$ cat src/rtl/snow64_ifid_defines.svh
`ifndef SNOW64_IFID_DEFINES_SVH
`define SNOW64_IFID_DEFINES_SVH

// instruction set widths
`define SNOW64_INSTR_WIDTH 32
`define SNOW64_INSTR_BYTES 4
`define SNOW64_ADDR_WIDTH 32
`define SNOW64_DATA_WIDTH 64
`define SNOW64_REG_INDEX_WIDTH 4
`define SNOW64_OPER_WIDTH 5

// first fetch after reset
`define SNOW64_RESET_PC 32'h0000_0000

// field positions in the instruction word
`define SNOW64_GROUP_MSB 31
`define SNOW64_GROUP_LSB 30
`define SNOW64_OPER_MSB 29
`define SNOW64_OPER_LSB 25
`define SNOW64_RA_MSB 24
`define SNOW64_RA_LSB 21
`define SNOW64_RB_MSB 20
`define SNOW64_RB_LSB 17
`define SNOW64_RC_MSB 16
`define SNOW64_RC_LSB 13
`define SNOW64_IMM12_MSB 11
`define SNOW64_IMM12_LSB 0
`define SNOW64_IMM20_MSB 19
`define SNOW64_IMM20_LSB 0

`endif

$ cat src/rtl/snow64_ifid_pkg.sv
`include "snow64_ifid_defines.svh"

package snow64_ifid_pkg;

	// instruction class, taken from the top two bits of the word
	typedef enum logic [1:0]
	{
		grp_alu   = 2'd0,
		grp_ctrl  = 2'd1,
		grp_load  = 2'd2,
		grp_store = 2'd3
	} instr_group_e;

	// fetch/decode sequencing
	typedef enum logic [2:0]
	{
		st_fetch,
		st_wait_instr,
		st_issue,
		st_wait_redirect,
		st_wait_ldst0,
		st_wait_ldst1
	} ifid_state_e;

	// one instruction after field decode
	typedef struct packed
	{
		instr_group_e group;
		logic [`SNOW64_OPER_WIDTH-1:0] oper;
		logic [`SNOW64_REG_INDEX_WIDTH-1:0] ra;
		logic [`SNOW64_REG_INDEX_WIDTH-1:0] rb;
		logic [`SNOW64_REG_INDEX_WIDTH-1:0] rc;
		logic [`SNOW64_DATA_WIDTH-1:0] imm;
		logic nop;
	} decoded_instr_t;

	// request to instruction memory
	typedef struct packed
	{
		logic valid;
		logic [`SNOW64_ADDR_WIDTH-1:0] addr;
	} fetch_req_t;

	// response from instruction memory, never refused
	typedef struct packed
	{
		logic valid;
		logic [`SNOW64_INSTR_WIDTH-1:0] instr;
	} fetch_resp_t;

	// to the execute stage
	typedef struct packed
	{
		logic valid;
		decoded_instr_t decoded;
		logic [`SNOW64_ADDR_WIDTH-1:0] pc_val;
	} issue_t;

	// new program counter computed by execute
	typedef struct packed
	{
		logic valid;
		logic [`SNOW64_ADDR_WIDTH-1:0] pc;
	} redirect_t;

endpackage

$ cat src/rtl/snow64_fetch_ctrl.sv
`timescale 1ns/1ns
`include "snow64_ifid_defines.svh"

module snow64_fetch_ctrl
	import snow64_ifid_pkg::*;
(
	input logic clk,
	input logic rst_n,

	output fetch_req_t fetch_req,
	input logic fetch_ready,
	input fetch_resp_t fetch_resp,

	output logic [`SNOW64_INSTR_WIDTH-1:0] instr_word,
	input decoded_instr_t decoded,

	output issue_t issue,
	input logic issue_ready,

	input redirect_t redirect,
	input logic wb_busy
);

	ifid_state_e state;
	ifid_state_e state_nxt;

	logic [`SNOW64_ADDR_WIDTH-1:0] pc;
	logic [`SNOW64_ADDR_WIDTH-1:0] pc_nxt;
	logic [`SNOW64_ADDR_WIDTH-1:0] pc_plus4;

	logic [`SNOW64_INSTR_WIDTH-1:0] instr_q;
	logic issue_valid_q;
	logic issue_valid_nxt;

	logic fetch_fire;
	logic resp_take;
	logic resp_nop;
	logic issue_fire;

	assign pc_plus4 = pc + `SNOW64_INSTR_BYTES;

	// handshake events
	assign fetch_fire = fetch_req.valid && fetch_ready;
	assign resp_take = (state == st_wait_instr) && fetch_resp.valid;
	assign resp_nop = (fetch_resp.instr == '0);
	assign issue_fire = issue.valid && issue_ready;

	// only one request outstanding, so the address is simply the pc
	assign fetch_req.valid = (state == st_fetch);
	assign fetch_req.addr = pc;

	// decoder sees the captured word
	assign instr_word = instr_q;

	// ctrl reports the return address, everything else its own address
	assign issue.valid = issue_valid_q;
	assign issue.decoded = decoded;
	assign issue.pc_val = (decoded.group == grp_ctrl) ? pc_plus4 : pc;

	always_comb
	begin
		state_nxt = state;
		pc_nxt = pc;
		issue_valid_nxt = issue_valid_q;

		case (state)
			st_fetch:
			begin
				if (fetch_fire)
				begin
					state_nxt = st_wait_instr;
				end
			end

			st_wait_instr:
			begin
				if (fetch_resp.valid)
				begin
					// nop is dropped here and never reaches execute
					if (resp_nop)
					begin
						state_nxt = st_fetch;
						pc_nxt = pc_plus4;
					end
					else
					begin
						state_nxt = st_issue;
						issue_valid_nxt = 1'b1;
					end
				end
			end

			st_issue:
			begin
				if (issue_fire)
				begin
					issue_valid_nxt = 1'b0;
					case (decoded.group)
						grp_ctrl:
						begin
							// pc stays until execute sends the target
							state_nxt = st_wait_redirect;
						end
						grp_load, grp_store:
						begin
							state_nxt = st_wait_ldst0;
							pc_nxt = pc_plus4;
						end
						default:
						begin
							state_nxt = st_fetch;
							pc_nxt = pc_plus4;
						end
					endcase
				end
			end

			st_wait_redirect:
			begin
				if (redirect.valid)
				begin
					state_nxt = st_fetch;
					pc_nxt = redirect.pc;
				end
			end

			st_wait_ldst0:
			begin
				// give write-back one cycle to raise busy
				state_nxt = st_wait_ldst1;
			end

			st_wait_ldst1:
			begin
				if (!wb_busy)
				begin
					state_nxt = st_fetch;
				end
			end

			default:
			begin
				state_nxt = st_fetch;
			end
		endcase
	end

	always_ff @(posedge clk)
	begin
		if (!rst_n)
		begin
			state <= st_fetch;
			pc <= `SNOW64_RESET_PC;
			issue_valid_q <= 1'b0;
		end
		else
		begin
			state <= state_nxt;
			pc <= pc_nxt;
			issue_valid_q <= issue_valid_nxt;
		end
	end

	// instruction word held for the whole issue wait
	always_ff @(posedge clk)
	begin
		if (resp_take)
		begin
			instr_q <= fetch_resp.instr;
		end
	end

	// payload frozen under back-pressure
	assert property (@(posedge clk) disable iff (!rst_n)
		(issue.valid && !issue_ready) |=> (issue.valid && $stable(issue)))
		else $error("issue payload changed while waiting for ready");

	// pending request keeps its address until memory takes it
	assert property (@(posedge clk) disable iff (!rst_n)
		(fetch_req.valid && !fetch_ready) |=> (fetch_req.valid && $stable(fetch_req.addr)))
		else $error("fetch request dropped or address changed while waiting");

	// execute only redirects after a control-flow issue
	assert property (@(posedge clk) disable iff (!rst_n)
		redirect.valid |-> (state == st_wait_redirect))
		else $error("redirect seen outside st_wait_redirect");

endmodule

$ cat src/rtl/snow64_instr_decoder.sv
`timescale 1ns/1ns
`include "snow64_ifid_defines.svh"

module snow64_instr_decoder
	import snow64_ifid_pkg::*;
(
	input logic [`SNOW64_INSTR_WIDTH-1:0] instr,
	output decoded_instr_t decoded
);

	localparam int IMM12_WIDTH = `SNOW64_IMM12_MSB - `SNOW64_IMM12_LSB + 1;
	localparam int IMM20_WIDTH = `SNOW64_IMM20_MSB - `SNOW64_IMM20_LSB + 1;

	instr_group_e group;
	logic [IMM12_WIDTH-1:0] imm12;
	logic [IMM20_WIDTH-1:0] imm20;
	logic [`SNOW64_DATA_WIDTH-1:0] imm12_sext;
	logic [`SNOW64_DATA_WIDTH-1:0] imm20_sext;
	logic is_nop;

	// raw fields
	assign group = instr_group_e'(instr[`SNOW64_GROUP_MSB:`SNOW64_GROUP_LSB]);
	assign imm12 = instr[`SNOW64_IMM12_MSB:`SNOW64_IMM12_LSB];
	assign imm20 = instr[`SNOW64_IMM20_MSB:`SNOW64_IMM20_LSB];

	// both immediate forms, sign-extended to full data width
	assign imm12_sext = {{(`SNOW64_DATA_WIDTH-IMM12_WIDTH){imm12[IMM12_WIDTH-1]}}, imm12};
	assign imm20_sext = {{(`SNOW64_DATA_WIDTH-IMM20_WIDTH){imm20[IMM20_WIDTH-1]}}, imm20};

	// all-zero word is the nop encoding
	assign is_nop = (instr == '0);

	always_comb
	begin
		decoded.group = group;
		decoded.oper = instr[`SNOW64_OPER_MSB:`SNOW64_OPER_LSB];
		decoded.ra = instr[`SNOW64_RA_MSB:`SNOW64_RA_LSB];
		decoded.rb = instr[`SNOW64_RB_MSB:`SNOW64_RB_LSB];
		decoded.rc = instr[`SNOW64_RC_MSB:`SNOW64_RC_LSB];
		decoded.nop = is_nop;

		// control flow carries the wide branch offset
		case (group)
			grp_ctrl:
			begin
				decoded.imm = imm20_sext;
			end
			default:
			begin
				decoded.imm = imm12_sext;
			end
		endcase
	end

endmodule

$ cat src/rtl/snow64_stage_ifid.sv
`timescale 1ns/1ns
`include "snow64_ifid_defines.svh"

module snow64_stage_ifid
	import snow64_ifid_pkg::*;
(
	input logic clk,
	input logic rst_n,

	// instruction memory
	output fetch_req_t fetch_req,
	input logic fetch_ready,
	input fetch_resp_t fetch_resp,

	// execute stage
	output issue_t issue,
	input logic issue_ready,
	input redirect_t redirect,

	// write-back
	input logic wb_busy
);

	logic [`SNOW64_INSTR_WIDTH-1:0] instr_word;
	decoded_instr_t decoded;

	// pure field decode of the held word
	snow64_instr_decoder u_decoder
	(
		.instr(instr_word),
		.decoded(decoded)
	);

	// sequencing, pc and issue handshake
	snow64_fetch_ctrl u_fetch_ctrl
	(
		.clk(clk),
		.rst_n(rst_n),
		.fetch_req(fetch_req),
		.fetch_ready(fetch_ready),
		.fetch_resp(fetch_resp),
		.instr_word(instr_word),
		.decoded(decoded),
		.issue(issue),
		.issue_ready(issue_ready),
		.redirect(redirect),
		.wb_busy(wb_busy)
	);

endmodule

$ cat config.mk
export PLATFORM = sky130hd
export DESIGN_NAME = snow64_stage_ifid
export DESIGN_NICKNAME = d
export VERILOG_FILES = /design/src/rtl/snow64_ifid_pkg.sv /design/src/rtl/snow64_fetch_ctrl.sv /design/src/rtl/snow64_instr_decoder.sv /design/src/rtl/snow64_stage_ifid.sv
export VERILOG_INCLUDE_DIRS = /design/src /design/src/rtl
export SDC_FILE = /design/constraint.sdc
export NUM_CORES = 1
export LEC_CHECK = 0
export BUFFER_PORTS_ARGS = -buffer_cell sky130_fd_sc_hd__buf_2
export CAP_MARGIN = 10
export CORE_AREA = 2 2 113 137
export CTS_CLUSTER_SIZE = 12
export DETAILED_ROUTE_END_ITERATION = 8
export DIE_AREA = 0 0 115 139
export PLACE_DENSITY = 0.67
export REMOVE_ABC_BUFFERS = 1
export SKIP_LAST_GASP = 1
export SLEW_MARGIN = 20
export SYNTH_ARGS = -nofsm -noshare
export SYNTH_HDL_FRONTEND = slang
export SYNTH_HIERARCHICAL = 1
export SYNTH_SLANG_ARGS = --single-unit
$ cat constraint.sdc
create_clock -name clk -period 2.5 [get_ports clk]
set_clock_uncertainty 0.1 [all_clocks]
set_input_delay 0.5 -clock clk [delete_from_list [all_inputs] [get_ports clk]]
set_output_delay 0.5 -clock clk [all_outputs]
set_load 0.01 [all_outputs]
==> results of run 1 <==
-- how the worst min path moves through the flow --
stage / slack, ns / end / from
2_1_floorplan: 0.41 / u_fetch_ctrl/pc[31]$_SDFFE_PN0P_ / u_fetch_ctrl/pc[31]$_SDFFE_PN0P_
3_3_place_gp: 0.36 / u_fetch_ctrl/pc[1]$_SDFFE_PN0P_ / u_fetch_ctrl/pc[1]$_SDFFE_PN0P_
3_5_place_dp: 0.37 / u_fetch_ctrl/pc[1]$_SDFFE_PN0P_ / u_fetch_ctrl/pc[1]$_SDFFE_PN0P_
4_1_cts: 0.24 / u_fetch_ctrl/instr_word[1]$_DFFE_PP_ / fetch_resp[1]
5_1_grt: 0.25 / u_fetch_ctrl/instr_word[29]$_DFFE_PP_ / fetch_resp[29]
6_report: 0.26 / u_fetch_ctrl/instr_word[1]$_DFFE_PP_ / fetch_resp[1]
-- what timing repair did --
action | in CTS | in global routing
buffers inserted | 9 | 5
pin swaps | 17 | 15
endpoints found under the setup margin | 23 | 70
gates resized for setup | 50 | 27
-- layer usage --
metal	vias to the layer above	routed length, um
met4	0	325
met1	2412	6550
met3	32	1420
li1	2410	-
met2	338	8590
met5	-	0
-- per-stage QoR --
stage               area (um^2)  setup TNS (ns)  power [mW]
floorplan                  4020          -88.10        2.19
global placement           5900               0        3.10
detailed placement         5900               0        3.11
CTS                        6450           -1.35        4.51
global route               6610           -2.71        4.70
finish                     6610           -1.01        4.50
-- cells in the mapped netlist, drive strengths merged (2+ instances only) --
library cell	instances
edfxtp	32
a22oi	7
a211oi	4
and3	6
a311oi	2
o21a	3
and4	5
xnor2	18
a32o	5
nor2b	4
nand2b	2
inv	6
nor2	32
o21ai	12
o211ai	5
and2	7
clkbuf	37
o311a	3
o211a	2
a21oi	17
nor3	18
xor2	11
dfxtp	36
nor4	25
o32ai	9
buf	174
a22o	7
nand3b	8
nand3	22
a31oi	10
a31o	10
o31a	2
o311ai	3
nand4	15
o31ai	14
or4	6
nand2	70
-- area by class of cell --
class / count / area (um^2) / area share, %
multi-input cells: 374 / 2570 / 38.9
flip-flops and latches: 68 / 1710 / 25.8
well taps: 178 / 223 / 3.37
inverters: 6 / 22.5 / 0.341
clock inverters: 5 / 55.1 / 0.833
repair buffers: 299 / 1770 / 26.7
clock buffers: 11 / 264 / 3.99
-- power breakdown --
part,switching (mW),leakage [nW],internal [mW]
clock,0.505,0.161,0.861
sequential,0.121,0.593,1.33
combinational,1.04,2.22,0.652
total,1.66,2.97,2.84
-- registers in the layout, indices dropped and copies added, names as in the netlist --
register / count
u_fetch_ctrl/instr_word: 32
u_fetch_ctrl/state: 3
u_fetch_ctrl/pc: 32
u_fetch_ctrl/issue_valid_q: 1
-- worst reg2reg max path: cells and delay by family (launching register included) --
kind,cells,cell delay [ns]
compound gates,2,0.35
simple gates,3,0.71
fa+ha+maj,1,0.15
buf+inv,4,0.61
flops,1,0.39
-- logic make-up (layout without fill, tap and decap cells) --
family / count (synthesis) / after routing / synth area share (%)
adder cells (fa/ha/maj): 1 / 1 / 0.230
buffers and inverters: 217 / 321 / 26.6
multiplexers: 1 / 1 / 0.184
XOR/XNOR: 29 / 29 / 4.67
AND/OR/NAND/NOR: 223 / 223 / 20.9
AO/OA/AOI/OAI: 120 / 120 / 16.5
flip-flops: 68 / 68 / 30.9
==> impl_metrics.yaml, run 1 <==
power:
  p_leak_nw: 2.97
  vdd_ir_drop_max_mv: 0.310
  p_per_area_nw_per_um2: 681
min_path:
  min_path_cells: 1
  hold_path_class: "in2reg"
placed_design:
  pre_cts_slack_ns: 0.0358
  hpwl_um: 12400
  place_inst: 913
  port_buffers: 220
  place.gp.congestion: 0.804
floorplan:
  io_pins: 221
  die_area_um2: 16000
  start_util_pct: 37.0
  num_rows: 49
  core_area_um2: 14700
  die_height_um: 139
  fp.dieW_um: 115
synthesis:
  avgSynthCellArea_um2: 8.26
  synth_cell_types: 58
  synth_edf_count: 32
  synth.area.top_cells: "buf_4 23%, edfxtp_1 18%, dfxtp_1 13%, nand2_1 4.8%, xnor2_1 2.9%"
  yosys_register_bits: 68
  synth_ff_type: "dfxtp_1"
  syn_area_um2: 5440
  synth_top_area_share_pct: 22.6
  synthCells: 659
  synthArstFlopShare_pct: 0
  synth_top_area_cell: "buf_4"
  ys_seq_area_share_pct: 30.9
  ys_warn_count: 6
critical_path:
  worst_path_largest_cell_delay_ns: 0.39
  rr_endpoint: "u_fetch_ctrl/pc[26]$_SDFFE_PN0P_"
  worst-setup-path-type: "reg2out"
  crit_family: "simple AND/OR/NAND/NOR gates"
  worstPathCellList: "ha_4, and4_1, nand4_1, nor4_1, buf_4, nand2_2, xnor2_2, buf_2"
  start_kind: "flop"
  crit_path_end_kind: "primary output"
  crit_required_ns: 1.90
  crit_start: "u_fetch_ctrl/pc[2]$_SDFFE_PN0P_"
  crit_cells: 8
  reg2regPathDepth: 10
  endpoint: "issue[28]"
  crit_buf_inv: 2
  reg2reg_slack_ns: 0.08
  reg2reg_from: "u_fetch_ctrl/pc[2]$_SDFFE_PN0P_"
  cp_slowest_cell: "dfxtp_4"
  cp_max_fo: 4
  worstPathArrival_ns: 2.04
routing:
  via_per_inst: 5.52
  vias: 5192
  wl_per_cell_um: 17.9
  ant_nets: 0
  dr.pass1.iters: 6
  drt_iter0_drc: 404
  drc_errors: 0
  wirelength_um: 16900
status:
  status: "finished with violations"
  violations: "negative setup slack"
global_routing:
  grt_max_degree: 39
  grt_util_all_layers_pct: 20.0
  first_global_vias: 4806
  globalRouteMet1Util_pct: 23.0
  overflow: 0
  grt_pass1_wl_um: 25000
  use_met2_pct: 36.3
  antenna_found_initial: 0
  use_met3_pct: 3.54
  top_usage_layer: "met2"
final_layout:
  fill_cells: 1462
  drive_gt1_share_pct: 50.6
  nets: 830
  mostFrequentLayoutCell: "buf_2"
  syn_to_final_growth_pct: 21.4
  diodes: 0
  fin_cells: 941
  post-route-util_pct: 44.9
  mostFrequentLayoutCells: "220 x buf_2, 70 x buf_4, 67 x nand2_1"
sta:
  hold_slack_ns: 0.257
  hold_viol: 0
  tightest_slew_ns: 0.755
  fmax_ghz: 0.378
  slew_violations: 0
  final.setup.worst_slack_ns: -0.142
  finalSetupViolCount: 11
  rsz0062_at_grt: "true"
  slew_headroom_pct: 49.6
  period_needed_ns: 2.64
  fin_crit_sh_pct: 106
cts:
  h-tree-depth: 3
  cts_max_path_buffers: 2
  clk_latency_ns: 0.34
  tritoncts: "built"
  cts_num_sinks: 68
  cts_root_buf: "clkbuf_16"
  cts_inserted_buffers: 9
  cts.clk_slew.worst_paths_ns: 0.07
  cts_hold_buf: 0
flow_run:
  cap_violations: 0
No activity file was read; power rests on OpenSTA's default activity.
==> inputs of run 2 (changes only) <==
--- a/config.mk
+++ b/config.mk
@@ -14,6 +14,7 @@
 export DIE_AREA = 0 0 115 139
 export PLACE_DENSITY = 0.67
 export REMOVE_ABC_BUFFERS = 1
+export SETUP_SLACK_MARGIN = 0.15
 export SKIP_LAST_GASP = 1
 export SLEW_MARGIN = 20
 export SYNTH_ARGS = -nofsm -noshare
==> constraint.sdc (replaced) <==
create_clock -name clk -period 2.5 [get_ports clk]
set_clock_uncertainty 0.1 [all_clocks]
set_input_delay 0.25 -clock clk [delete_from_list [all_inputs] [get_ports clk]]
set_output_delay 0.25 -clock clk [all_outputs]
set_load 0.01 [all_outputs]
==> run 2 against run 1 <==
Effect of this change:
- the flow now finishes without violations
- maximum frequency rose by 7.5%
- first-iteration DRC count grew 5.4%
- sequential share of layout area increased by 0.41 points
- cell count shrank 0.32%
- non-clock buffer count is 3 lower
- global-route usage is 0.24 points higher
- count of clock-buffer cells in the layout is 2 higher
- total power is 0.77% lower
- worst setup slack improved by 0.18 ns
- critical path type unchanged
==> impl_metrics.yaml, run 2 (synthesized netlist as in run 1, its figures left out) <==
status:
  status: "completed"
cts:
  tritoncts: "built"
  cts_num_sinks: 68
  cts_root_buf: "clkbuf_16"
  cts_inserted_buffers: 9
  h-tree-depth: 3
  cts.clk_slew.worst_paths_ns: 0.07
  cts_max_path_buffers: 2
  clk_latency_ns: 0.33
sta:
  tightest_slew_ns: 0.848
  finalSetupViolCount: 0
  hold_slack_ns: 0.0139
  rsz0062_at_grt: "true"
  hold_viol: 0
  slew_headroom_pct: 43.4
  period_needed_ns: 2.46
  fin_crit_sh_pct: 98.3
  slew_violations: 0
  fmax_ghz: 0.407
routing:
  vias: 5095
  ant_nets: 0
  via_per_inst: 5.43
  wirelength_um: 17200
  dr.pass1.iters: 5
  drc_errors: 0
  drt_iter0_drc: 426
  wl_per_cell_um: 18.3
final_layout:
  syn_to_final_growth_pct: 20.3
  nets: 827
  diodes: 0
  post-route-util_pct: 44.5
  mostFrequentLayoutCell: "buf_2"
  drive_gt1_share_pct: 49.2
  mostFrequentLayoutCells: "220 x buf_2, 67 x nand2_1, 61 x buf_4"
global_routing:
  overflow: 0
  antenna_found_initial: 0
  grt_util_all_layers_pct: 20.2
  grt_pass1_wl_um: 25300
  grt_max_degree: 44
  first_global_vias: 4805
critical_path:
  crit_path_end_kind: "primary output"
  worst-setup-path-type: "reg2out"
  cp_max_fo: 4
  worstPathCellList: "buf_6, and4_4, nand4_1, nor4_2, buf_4, nand2_4, xnor2_2, buf_2"
  crit_buf_inv: 3
  crit_required_ns: 2.15
  cp_slowest_cell: "dfxtp_2"
  worst_path_largest_cell_delay_ns: 0.36
  start_kind: "flop"
  crit_family: "simple AND/OR/NAND/NOR gates"
  worstPathArrival_ns: 2.11
floorplan:
  die_height_um: 139
  core_area_um2: 14700
  die_area_um2: 16000
  fp.dieW_um: 115
  io_pins: 221
  num_rows: 49
  start_util_pct: 37.0
power:
  p_leak_nw: 2.90
  p_per_area_nw_per_um2: 682
  vdd_ir_drop_max_mv: 0.399
  power_mw: 4.46
placed_design:
  place.gp.congestion: 0.823
  hpwl_um: 12400
  port_buffers: 220
flow_run:
  cap_violations: 0
min_path:
  hold_path_class: "in2reg"
[run 2: timing repair]
action | in CTS | in global routing
pin swaps | 18 | 22
setup endpoints to repair | 21 | 37
hold buffers | 4 | 1
buffers inserted | 11 | 8
endpoints found under the hold margin | 4 | 1
gates resized for setup | 42 | 33
[run 2: metal layers]
layer	global-route usage [%]	vias to the layer above	wire length, um
li1	-	2413	-
met1	23.6	2352	6750
met2	36.7	295	8750
met3	3.10	35	1270
met4	7.42	0	392
met5	0	-	0
[run 2: final cells by class]
| type | instances | area [um^2] |
|---|---|---|
| Multi-Input combinational cell | 374 | 2530 |
| Inverter | 6 | 22.5 |
| Tap cell | 178 | 223 |
| Timing Repair Buffer | 296 | 1730 |
| Fill cell | 1448 | 8170 |
| Clock buffer | 13 | 303 |
| Clock inverter | 3 | 23.8 |
| Sequential cell | 68 | 1720 |
[run 2: final timing paths]
path         depth (start not counted)                                    end                            start  slack [ns]
min                                  1  u_fetch_ctrl/instr_word[23]$_DFFE_PP_                   fetch_resp[23]        0.01
max reg2reg                          6       u_fetch_ctrl/pc[31]$_SDFFE_PN0P_  u_fetch_ctrl/pc[7]$_SDFFE_PN0P_        0.19
min reg2reg                          2        u_fetch_ctrl/pc[1]$_SDFFE_PN0P_  u_fetch_ctrl/pc[1]$_SDFFE_PN0P_        0.37
max                                  8                              issue[28]  u_fetch_ctrl/pc[8]$_SDFFE_PN0P_        0.04
[run 2: stage by stage]
step                      instance area (um^2)  worst slack (ns)  setup TNS [ns]  instances
after global placement                    5750             0.200               0        898
after floorplan                           4020             -1.41          -72.10        448
after detailed placement                  5750             0.163               0        898
after global routing                      6550           -0.0478          -0.105        938
after CTS                                 6340            0.0614               0        929
final                                     6550            0.0420               0        938
[run 2: power by group]
group / internal (mW) / switching (mW) / total [mW]
Sequential: 1.32 / 0.124 / 1.44
Clock: 0.849 / 0.508 / 1.36
Combinational: 0.620 / 1.04 / 1.66
Total: 2.79 / 1.68 / 4.46
